$ cat src/rtl/busSizePkg.sv
// Shared size codes, DSACK terminations, port addresses and bus widths for the bus-sizing bridge
package busSizePkg;

    ////////////////////
    // CPU size codes
    ////////////////////

    // SIZ encoding as driven by the CPU
    localparam logic [1:0] sizeLword = 2'b00;   // Longword, four bytes
    localparam logic [1:0] sizeByte  = 2'b01;   // Single byte
    localparam logic [1:0] sizeWord  = 2'b10;   // Two bytes
    // Code 11 is a line transfer, not supported here
    // Decode folds it onto sizeLword

    ////////////////////
    // Port terminations
    ////////////////////

    // DSACK code returned by the slow port
    localparam logic [1:0] dsackLong = 2'b00;   // 32 bit port
    localparam logic [1:0] dsackWord = 2'b01;   // 16 bit port on the upper lanes
    localparam logic [1:0] dsackWait = 2'b11;   // Insert wait state
    // Byte termination (2'b10) stays disabled

    ////////////////////
    // Port address bits
    ////////////////////

    // Address bits 1:0 presented to the port
    localparam logic [1:0] portUpperWord = 2'b00;  // First or only cycle
    localparam logic [1:0] portLowerWord = 2'b10;  // Second half of a split longword

    ////////////////////
    // Bus widths
    ////////////////////

    // CPU and port data buses are both this wide
    localparam int cpuDataWidth = 32;

    // Word port moves this many bits per cycle
    // Must stay half of cpuDataWidth for the lane steering
    localparam int wordWidth = 16;

endpackage

$ cat src/rtl/cycleDecode.sv
// CPU request capture: size folding, held attributes and the one-cycle start pulse
`timescale 1ns/1ps

module cycleDecode (
    input  logic                                BCLK,
    input  logic                                nRESET,
    input  logic                                nTsCpu,     // CPU transfer start, low for one cycle
    input  logic                                rnw,        // High for read
    input  logic [1:0]                          siz,
    input  logic [1:0]                          addr,       // Byte offset within the longword
    input  logic [busSizePkg::cpuDataWidth-1:0] cpuWrData,
    output logic                                reqStart,   // Pulse, request now held
    output logic                                reqWrite,
    output logic [1:0]                          reqSize,
    output logic [1:0]                          reqAddr,
    output logic [busSizePkg::cpuDataWidth-1:0] reqWrData
);

    ////////////////////
    // Size folding
    ////////////////////

    logic [1:0] sizeMapped;

    // Line code has no meaning without bursts
    always_comb begin
        case (siz)
            busSizePkg::sizeByte,
            busSizePkg::sizeWord: sizeMapped = siz;                 // Pass as is
            default:              sizeMapped = busSizePkg::sizeLword; // Longword and line
        endcase
    end

    ////////////////////
    // Request hold
    ////////////////////

    // Control attributes, cleared by reset
    always_ff @(posedge BCLK or negedge nRESET) begin
        if (!nRESET) begin
            reqStart <= 1'b0;
            reqWrite <= 1'b0;
            reqSize  <= busSizePkg::sizeLword;
            reqAddr  <= 2'b00;
        end else begin
            reqStart <= !nTsCpu;            // One pulse per strobe
            if (!nTsCpu) begin
                reqWrite <= !rnw;           // Stored as write flag
                reqSize  <= sizeMapped;
                reqAddr  <= addr;
            end
        end
    end

    // Write payload, only meaningful for writes
    always_ff @(posedge BCLK) begin
        if (!nTsCpu) begin
            reqWrData <= cpuWrData;         // Held until the next request
        end
    end

    // Attributes stay stable for the whole transfer
    // CPU may not start again before nTa

endmodule

$ cat src/rtl/portSequencer.sv
// Port cycle FSM: nTs generation, DSACK sampling and longword split on a word port
`timescale 1ns/1ps

module portSequencer (
    input  logic       BCLK,
    input  logic       nRESET,
    input  logic       reqStart,      // New request held by decode
    input  logic       reqWrite,
    input  logic [1:0] reqSize,
    input  logic [1:0] dsack,         // Port termination code
    output logic       nTs,           // Port transfer start
    output logic [1:0] aOut,          // Port address bits 1:0
    output logic       portRnw,
    output logic       wordCapture,   // Pulse after first half of a split read
    output logic       lowerPhase,    // Second cycle of a split
    output logic       wordPort,      // Width from the last termination
    output logic       cycleDone      // Pulse after the final termination
);

    ////////////////////
    // State encoding
    ////////////////////

    typedef enum logic [1:0] {
        idle      = 2'b00,    // No port cycle running
        waitAck   = 2'b01,    // First or only cycle, waiting for DSACK
        lowerWord = 2'b10     // Lower half of a longword on a word port
    } seqState_t;

    seqState_t state;

    ////////////////////
    // Termination decode
    ////////////////////

    logic ackSeen;      // Valid DSACK after the strobe cycle
    logic splitNeeded;  // Longword met a word port

    // DSACK is ignored while nTs is still low
    assign ackSeen     = nTs && (dsack != busSizePkg::dsackWait);
    assign splitNeeded = (reqSize == busSizePkg::sizeLword) &&
                         (dsack == busSizePkg::dsackWord);

    assign lowerPhase = (state == lowerWord);

    ////////////////////
    // Cycle FSM
    ////////////////////

    always_ff @(posedge BCLK or negedge nRESET) begin
        if (!nRESET) begin
            state       <= idle;
            nTs         <= 1'b1;
            aOut        <= busSizePkg::portUpperWord;
            portRnw     <= 1'b1;
            wordCapture <= 1'b0;
            wordPort    <= 1'b0;
            cycleDone   <= 1'b0;
        end else begin
            // Strobes and pulses last one cycle
            nTs         <= 1'b1;
            wordCapture <= 1'b0;
            cycleDone   <= 1'b0;

            case (state)
                idle: begin
                    if (reqStart) begin
                        nTs     <= 1'b0;                        // Start first port cycle
                        aOut    <= busSizePkg::portUpperWord;
                        portRnw <= !reqWrite;
                        state   <= waitAck;
                    end
                end

                waitAck: begin
                    if (ackSeen) begin
                        wordPort <= (dsack == busSizePkg::dsackWord);
                        if (splitNeeded) begin
                            // Upper half done, run the lower half at offset 2
                            nTs         <= 1'b0;
                            aOut        <= busSizePkg::portLowerWord;
                            wordCapture <= !reqWrite;           // Only reads keep the word
                            state       <= lowerWord;
                        end else begin
                            cycleDone <= 1'b1;                  // Single cycle complete
                            state     <= idle;
                        end
                    end
                end

                lowerWord: begin
                    if (ackSeen) begin
                        wordPort  <= (dsack == busSizePkg::dsackWord);
                        aOut      <= busSizePkg::portUpperWord; // Park address
                        cycleDone <= 1'b1;
                        state     <= idle;
                    end
                end

                default: state <= idle;
            endcase
        end
    end

    // A held dsackWait keeps the FSM in place
    // Any number of wait states is allowed

endmodule

$ cat src/rtl/dataSteer.sv
// Byte-lane steering for writes, read assembly from the port and the CPU acknowledge
`timescale 1ns/1ps

module dataSteer (
    input  logic                                BCLK,
    input  logic                                nRESET,
    input  logic                                reqWrite,
    input  logic [1:0]                          reqAddr,
    input  logic [busSizePkg::cpuDataWidth-1:0] reqWrData,
    input  logic [busSizePkg::cpuDataWidth-1:0] portRdData,
    input  logic                                wordCapture,  // First half of split read
    input  logic                                lowerPhase,
    input  logic                                wordPort,
    input  logic                                cycleDone,
    output logic [busSizePkg::cpuDataWidth-1:0] portWrData,
    output logic [busSizePkg::cpuDataWidth-1:0] cpuRdData,    // Valid while nTa is low
    output logic                                nTa
);

    ////////////////////
    // Write lanes
    ////////////////////

    logic [busSizePkg::wordWidth-1:0] cpuUpperWord;
    logic [busSizePkg::wordWidth-1:0] cpuLowerWord;
    logic [busSizePkg::wordWidth-1:0] wrUpperLane;

    assign cpuUpperWord = reqWrData[busSizePkg::cpuDataWidth-1:busSizePkg::wordWidth];
    assign cpuLowerWord = reqWrData[busSizePkg::wordWidth-1:0];

    // Upper port lanes also feed a word port
    assign wrUpperLane = (lowerPhase || reqAddr[1]) ? cpuLowerWord : cpuUpperWord;

    assign portWrData = {wrUpperLane, cpuLowerWord};    // Lower lanes always lower word

    ////////////////////
    // Read assembly
    ////////////////////

    logic [busSizePkg::cpuDataWidth-1:0] rdLatch;     // Port data at the last edge
    logic [busSizePkg::wordWidth-1:0]    upperHold;   // First word of a split read
    logic [busSizePkg::wordWidth-1:0]    portWord;    // Word-port lane
    logic [busSizePkg::cpuDataWidth-1:0] rdAssembled;
    logic                                splitRead;   // Upper half already captured

    assign portWord = rdLatch[busSizePkg::cpuDataWidth-1:busSizePkg::wordWidth];

    always_comb begin
        if (splitRead) begin
            rdAssembled = {upperHold, portWord};            // Two halves joined
        end else if (wordPort) begin
            // Word lands in the lane pair of the addressed word
            if (reqAddr[1]) begin
                rdAssembled = {{busSizePkg::wordWidth{1'b0}}, portWord};
            end else begin
                rdAssembled = {portWord, {busSizePkg::wordWidth{1'b0}}};
            end
        end else begin
            rdAssembled = rdLatch;                          // Long port straight through
        end
    end

    // Payload registers
    always_ff @(posedge BCLK) begin
        rdLatch <= portRdData;                              // Aligns data with the pulses
        if (wordCapture) begin
            upperHold <= portWord;
        end
        if (cycleDone && !reqWrite) begin
            cpuRdData <= rdAssembled;
        end
    end

    ////////////////////
    // Acknowledge
    ////////////////////

    always_ff @(posedge BCLK or negedge nRESET) begin
        if (!nRESET) begin
            splitRead <= 1'b0;
            nTa       <= 1'b1;
        end else begin
            nTa <= !cycleDone;                              // One low cycle per transfer
            if (wordCapture) begin
                splitRead <= 1'b1;
            end else if (cycleDone) begin
                splitRead <= 1'b0;                          // Ready for next request
            end
        end
    end

endmodule

$ cat src/rtl/busSizeBridge.sv
// Bridge top level: request decode, port sequencer and data steering instances
`timescale 1ns/1ps

module busSizeBridge (
    input  logic                                BCLK,
    input  logic                                nRESET,
    // CPU side
    input  logic                                nTsCpu,
    input  logic                                rnw,
    input  logic [1:0]                          siz,
    input  logic [1:0]                          addr,
    input  logic [busSizePkg::cpuDataWidth-1:0] cpuWrData,
    output logic                                nTa,
    output logic [busSizePkg::cpuDataWidth-1:0] cpuRdData,
    // Port side
    output logic                                nTs,
    output logic [1:0]                          aOut,
    output logic                                portRnw,
    output logic [busSizePkg::cpuDataWidth-1:0] portWrData,
    input  logic [1:0]                          dsack,
    input  logic [busSizePkg::cpuDataWidth-1:0] portRdData
);

    ////////////////////
    // Internal wires
    ////////////////////

    logic                                reqStart;
    logic                                reqWrite;
    logic [1:0]                          reqSize;
    logic [1:0]                          reqAddr;
    logic [busSizePkg::cpuDataWidth-1:0] reqWrData;
    logic                                wordCapture;
    logic                                lowerPhase;
    logic                                wordPort;
    logic                                cycleDone;

    // Request capture
    cycleDecode decode (
        .BCLK, .nRESET, .nTsCpu, .rnw, .siz, .addr, .cpuWrData,
        .reqStart, .reqWrite, .reqSize, .reqAddr, .reqWrData
    );

    // Port cycles
    portSequencer execute (
        .BCLK, .nRESET, .reqStart, .reqWrite, .reqSize, .dsack,
        .nTs, .aOut, .portRnw, .wordCapture, .lowerPhase, .wordPort, .cycleDone
    );

    // Lanes and acknowledge
    dataSteer result (
        .BCLK, .nRESET, .reqWrite, .reqAddr, .reqWrData, .portRdData,
        .wordCapture, .lowerPhase, .wordPort, .cycleDone,
        .portWrData, .cpuRdData, .nTa
    );

endmodule

$ cat config.mk
export PLATFORM = sky130hd
export DESIGN_NAME = busSizeBridge
export DESIGN_NICKNAME = d
export VERILOG_FILES = /design/src/rtl/busSizePkg.sv /design/src/rtl/cycleDecode.sv /design/src/rtl/portSequencer.sv /design/src/rtl/dataSteer.sv /design/src/rtl/busSizeBridge.sv
export SDC_FILE = /design/constraint.sdc
export NUM_CORES = 1
export LEC_CHECK = 0
export BUFFER_PORTS_ARGS = -buffer_cell sky130_fd_sc_hd__clkbuf_2
export CAP_MARGIN = 20
export CELL_PAD_IN_SITES_DETAIL_PLACEMENT = 2
export CELL_PAD_IN_SITES_GLOBAL_PLACEMENT = 2
export CORE_ASPECT_RATIO = 0.7
export CORE_UTILIZATION = 31
export DETAILED_ROUTE_END_ITERATION = 10
export PLACE_DENSITY_LB_ADDON = 0.1
export SLEW_MARGIN = 40
export SYNTH_ARGS = -nofsm -noshare
export SYNTH_HDL_FRONTEND = slang
export SYNTH_HIERARCHICAL = 1
export SYNTH_SLANG_ARGS = --single-unit
$ cat constraint.sdc
create_clock -name BCLK -period 2.04 [get_ports BCLK]
set_input_delay 0.102 -clock BCLK [delete_from_list [all_inputs] [get_ports BCLK]]
set_output_delay 0.102 -clock BCLK [all_outputs]
set_load 0.005 [all_outputs]
==> summary.txt, run 1 <==
Run status
  – Status: complete, no violations

Clock tree
  – Clock Root Buffer: clkbuf_16
  – Clock buffer depth: 2
  – Clk sinks: 127
  – Worst-Skew Late Latency: 0.40 ns
  – CTS tree: yes
  – H-tree depth: 4
  – Clk slew on worst S/H paths: 0.06 ns
  – Num CTS Buffers: 17

Floorplanning
  – DIE AREA: 0.0151 mm2
  – I/O Pins: 143
  – Area of the core: 0.0141 mm2
  – Row Count: 36
  – Die H: 103 um
  – Starting density of the core: 0.321
  – Die width: 146 um

Layout
  – Diodes inserted: 0
  – Nets: 559
  – Share of layout cells above drive strength 1: 0.416
  – Core Util, Final: 0.477
  – Post-route cell area: 0.00671 mm2
  – FILL cells: 1371
  – Finished Layout Cells: 683
  – Area grow syn2layout: 48.6%

Routing
  – DR vias: 2961
  – 1st-pass router iterations: 6
  – Total wire length: 11.3 mm
  – Antenna-violating nets left: 0
  – 1st-iter DRT viols: 50
  – DRC errors left: 0
  – Vias per std cell: 4.34
  – DR WL/cell: 16.6 um

Placement
  – DP Area: 0.00533 mm2
  – GPL Wtd Cong: 0.752
  – Dpl hpwl: 6.92 mm
  – Count of buffers from port buffering: 140
  – Cell count after placement: 580

Power and ir drop
  – Leak: 2.84 nW
  – Clock power share: 0.407
  – Part of the power in registers: 0.398
  – Sw Pwr: 2.10 mW
  – Sw Share: 0.256
  – Internal power: 6.11 mW
  – Max VDD drop: 0.000720 V
  – Logic gate share of total power: 0.194
  – Pwr dens: 1220 mW/mm2

GRT
  – Grt total ovfl: 0
  – Tot GR Track Use: 0.158
  – Global-route wire length before repair: 17.6 mm
  – Antenna violations before repair: 0
  – Largest net degree at the start of global routing: 33
  – Vias in the first global route: 3280

Timing
  – Slew @ Worst Pin: 0.769 ns
  – Final-report hold violation count: 0
  – RSZ-0062 raised after global routing: false
  – Endpoints failing setup: 0
  – Final count of pins violating max slew: 0
  – Clock Skews: 0.00961 ns
  – FMAX: 520 MHz
  – Setup TNS: 0 ns
  – Fin crit period: 1.92 ns
  – Rel. slew slack: 0.488
  – Hold Slack: 0.0152 ns
  – Final Cycle Share: 0.942

Yosys
  – Post-Syn Area per Cell: 16.8 um2
  – Net Count, Synth: 348
  – Synth warn: 6
  – Netlist Area Pre-Place: 0.00451 mm2
  – Mapped Cells: 269

Setup path
  – Setup crit start kind: flip-flop
  – FF-to-FF Start: execute/state[0]$_DFFE_PN0P_
  – Worst path slowest cell: dfrtp_1
  – CP endpoint kind: primary output
  – WS Path Type: reg2out
  – Worst Path Max Fanout: 16
  – CP delay by family, top: flip-flops
  – Worst setup startpoint: execute/state[0]$_DFFE_PN0P_
  – Slowest stage delay, CP: 0.37 ns
  – CP required: 1.94 ns
  – Worst-path cell chain: inv_1 > ha_2 > nor2_4 > buf_12 > mux2_2 > clkbuf_2
  – Crit path buf inv count: 3
  – Crit path DAT: 1.82 ns

Min path
  – Min-delay src: nTsCpu
  – Hold Crit Class: in2reg

Flow run
  – Max Cap Viol: 0
through the flow:
stage          total power [mW]  worst slack (ns)
6_report                   8.21             0.118
3_5_place_dp               4.80             0.240
5_1_grt                    8.59            0.0172
2_1_floorplan              4.26             0.396
4_1_cts                    8.31            0.0326
3_3_place_gp               4.74             0.304
final timing paths:
kind	to	slack (ns)	cells past startpoint
min in group asynchronous	decode/reqSize[1]$_DFFE_PN0N_	0.16	2
max in group asynchronous	result/nTa$_DFF_PN1_	1.55	2
min	decode/reqWrite$_DFFE_PN0N_	0.02	2
min reg2reg	result/nTa$_DFF_PN1_	0.43	1
max reg2reg	execute/aOut[1]$_DFFE_PN0P_	0.19	6
max	portWrData[29]	0.12	6
final cells by class:
class / count / area, um2 / share of cell area
clock inverter: 13 / 211 / 0.0315
multi-input combinational: 112 / 898 / 0.134
timing repair buffer: 217 / 1480 / 0.220
inverter: 5 / 18.8 / 0.00280
sequential: 127 / 3420 / 0.510
tap: 190 / 238 / 0.0354
clock buffer: 19 / 443 / 0.0660
sequential cells by signal, summed over array words and instances (netlist names), 2 cells and up:
name and flops:
result/rdLatch 32, decode/reqWrData 32, decode/reqSize 2, result/cpuRdData 32, execute/state 2, result/upperHold 16
layout by cell type, fill, tap and decap left out, types with 3 or more instances in the layout:
| cell | count |
|---|---|
| o21ai_0 | 5 |
| dfxtp_1 | 32 |
| nor2b_1 | 16 |
| mux2_2 | 16 |
| clkbuf_16 | 17 |
| ha_1 | 4 |
| nor2_4 | 3 |
| nor2_1 | 4 |
| dlygate4sd3_1 | 70 |
| clkinv_4 | 4 |
| inv_1 | 5 |
| nand2_1 | 11 |
| bufinv_16 | 5 |
| dfstp_2 | 3 |
| clkbuf_2 | 140 |
| buf_4 | 5 |
| edfxtp_1 | 80 |
| a22o_1 | 33 |
| dfrtp_1 | 12 |
per-layer routing:
layer  GRT usage  vias to the layer above  part of all wire
li1            -                     1410                 -
met1       0.181                     1446              0.42
met2       0.275                       98              0.51
met3      0.0571                        7             0.065
met4      0.0577                        0            0.0065
met5           0                        -                 0
timing repair:
action | in CTS | in global routing
setup buffers | 1 | 0
endpoints found under the hold margin | 83 | 0
endpoints found under the setup margin | 16 | 16
gates resized for setup | 3 | 1
hold buffers | 70 | 0
pin swaps | 0 | 0
power by group through the flow:
stage	clock, mW	combinational [mW]	sequential [mW]
after global routing	3.51	1.77	3.30
after detailed placement	0	1.47	3.33
after CTS	3.42	1.62	3.28
final	3.35	1.59	3.27
after floorplan	0	0.939	3.32
after global placement	0	1.43	3.31
(Power assumes the default switching activity.)
==> inputs of run 2 (changes only) <==
ABC_AREA = 1   (was default)
CORE_UTILIZATION = 29   (was 31)
CTS_CLUSTER_SIZE = 25   (was default)
==> summary.txt, run 2 <==
Setup path
  – Worst path slowest cell: dfrtp_1
  – CP required: 1.94 ns
  – CP endpoint kind: primary output
  – Worst-path cell chain: inv_1 > ha_2 > buf_4 > o21ai_0 > nand2_1 > clkbuf_2
  – WS Path Type: reg2out
  – Setup crit start kind: flip-flop
  – Slowest stage delay, CP: 0.42 ns
  – Crit path DAT: 1.78 ns
  – Flop2flop setup slack: 0.49 ns
  – Worst Path Max Fanout: 16

Clock tree
  – Clk sinks: 127
  – Worst-Skew Late Latency: 0.41 ns
  – H-tree depth: 4
  – Clock buffer depth: 2
  – Num CTS Buffers: 17
  – Clk slew on worst S/H paths: 0.06 ns
  – CTS tree: yes
  – Clock Root Buffer: clkbuf_16

Power and ir drop
  – Leak: 3.03 nW
  – Internal power: 5.49 mW
  – Part of the power in registers: 0.419
  – Pwr dens: 1170 mW/mm2
  – Sw Share: 0.309
  – Clock power share: 0.351
  – Logic gate share of total power: 0.230
  – Max VDD drop: 0.000521 V
  – Sw Pwr: 2.45 mW
  – Pwr Total: 7.94 mW

Timing
  – Final worst slack: 0.155 ns
  – Final-report hold violation count: 0
  – Rel. slew slack: 0.612
  – FMAX: 531 MHz
  – Fin crit period: 1.88 ns
  – Clock Skews: 0.00822 ns
  – Setup TNS: 0 ns
  – Slew @ Worst Pin: 0.581 ns
  – Final Cycle Share: 0.924
  – Endpoints failing setup: 0
  – RSZ-0062 raised after global routing: false
  – Final count of pins violating max slew: 0

GRT
  – Met1 Track Usage GR: 0.214
  – Global-route wire length before repair: 20.7 mm
  – Antenna violations before repair: 0
  – Grt total ovfl: 0
  – M2 GR Usage: 0.278
  – Largest net degree at the start of global routing: 33
  – Vias in the first global route: 3857
  – Tot GR Track Use: 0.169
  – Met3 GRT Util: 0.0362
  – GRT busiest layer: met2

Layout
  – Most frequent cells in the layout: clkbuf_2, nand2_1, edfxtp_1, dlygate4sd3_1, dfxtp_1
  – FILL cells: 1630
  – Diodes inserted: 0
  – Nets: 662
  – Commonest non-fill, non-tap cell in the layout: clkbuf_2
  – Share of layout cells above drive strength 1: 0.338
  – Top Registers: decode/reqWrData: 32 flops, result/cpuRdData: 32 flops, result/rdLatch: 32 flops
  – Area grow syn2layout: 45.6%

Yosys
  – Netlist Area Pre-Place: 0.00465 mm2
  – Synth warn: 6
  – Post-Syn Area per Cell: 12.6 um2
  – Mapped Cells: 369
  – Net Count, Synth: 448

Floorplanning
  – Die H: 108 um
  – I/O Pins: 143
  – DIE AREA: 0.0165 mm2
  – Area of the core: 0.0156 mm2
  – Starting density of the core: 0.298
  – Die width: 153 um
  – Row Count: 38

Routing
  – Total wire length: 13.1 mm
  – Vias per std cell: 4.37
  – DR WL/cell: 16.4 um
  – 1st-pass router iterations: 4
  – DR vias: 3476
  – Antenna-violating nets left: 0
  – DRC errors left: 0
  – 1st-iter DRT viols: 140

Flow run
  – Max Cap Viol: 0

Placement
  – Count of buffers from port buffering: 140
  – GPL Wtd Cong: 0.741
  – Dpl hpwl: 8.13 mm
  – Dpl ws: 0.423 ns

Run status
  – Status: complete, no violations

Min path
  – Hold Crit Class: in2reg
## run 2: cell count changes in the layout (fill, tap and decap cells not counted), moves of 5 or more
cell,before,now
nor2b_1,16,0
nand3_1,0,18
inv_2,0,5
bufinv_16,5,0
mux2_2,16,0
nand2_1,11,127
a22o_1,33,0
o21ai_0,5,18
dlygate4sd3_1,70,75
## run 2: cell type report
cell class	count	area, um2	share of cell area
Inverter	17	72.6	0.0107
Sequential cell	127	3420	0.506
Multi-Input combinational cell	198	948	0.140
Clock inverter	11	63.8	0.00943
Timing Repair Buffer	222	1530	0.226
Tap cell	200	250	0.0370
Clock buffer	20	479	0.0708
## run 2: routing by layer
layer  vias to the layer above  wire (um)
met4                         0        189
met1                      1729       6110
met2                        85       6370
met3                        13        396
li1                       1649          -
met5                         -          0
## run 2: worst paths after layout
| check | end | depth (start not counted) | from |
|---|---|---|---|
| setup reg to reg | decode/reqAddr[1]$_DFFE_PN0N_ | 4 | decode/reqAddr[1]$_DFFE_PN0N_ |
| hold reg to reg | result/nTa$_DFF_PN1_ | 1 | execute/cycleDone$_DFF_PN0_ |
| max in group asynchronous | execute/portRnw$_DFFE_PN1P_ | 2 | nRESET |
| setup / recovery | portWrData[24] | 6 | execute/state[0]$_DFFE_PN0P_ |
| min in group asynchronous | execute/aOut[1]$_DFFE_PN0P_ | 2 | nRESET |
| hold / removal | decode/reqStart$_DFF_PN0_ | 2 | nTsCpu |
## run 2: metrics by stage
stage | instances | hold slack (ns) | util | cell area, um2
floorplan | 369 | -0.194 | - | 4650
global placement | 688 | 0.0452 | 0.349 | 5450
detailed placement | 688 | 0.0555 | 0.349 | 5450
CTS | 795 | 0.00646 | 0.434 | 6760
global route | 795 | 0.0431 | 0.434 | 6770
finish | 795 | 0.0220 | 0.434 | 6770
## run 2: worst max-delay path: cells and delay by family (launching register included)
kind            cells  cell delay, ns
fa+ha+maj           1            0.26
compound gates      1            0.11
simple gates        1            0.09
flops               1            0.42
buf+inv             3            0.49
## run 2: what timing repair did
action / 4_1_cts / 5_1_grt
gates resized for setup: 0 / 1
hold buffers: 75 / 0
hold endpoints to repair: 84 / 0
endpoints found under the setup margin: 16 / 16
setup buffers: 1 / 0
pin swaps: 1 / 0
## run 2: power by group through the flow
stage / sequential (mW) / combinational (mW) / clock, mW
2_1_floorplan: 3.32 / 1.16 / 0
3_3_place_gp: 3.37 / 1.66 / 0
3_5_place_dp: 3.38 / 1.71 / 0
4_1_cts: 3.33 / 1.87 / 2.87
5_1_grt: 3.36 / 2.06 / 2.97
6_report: 3.33 / 1.83 / 2.79
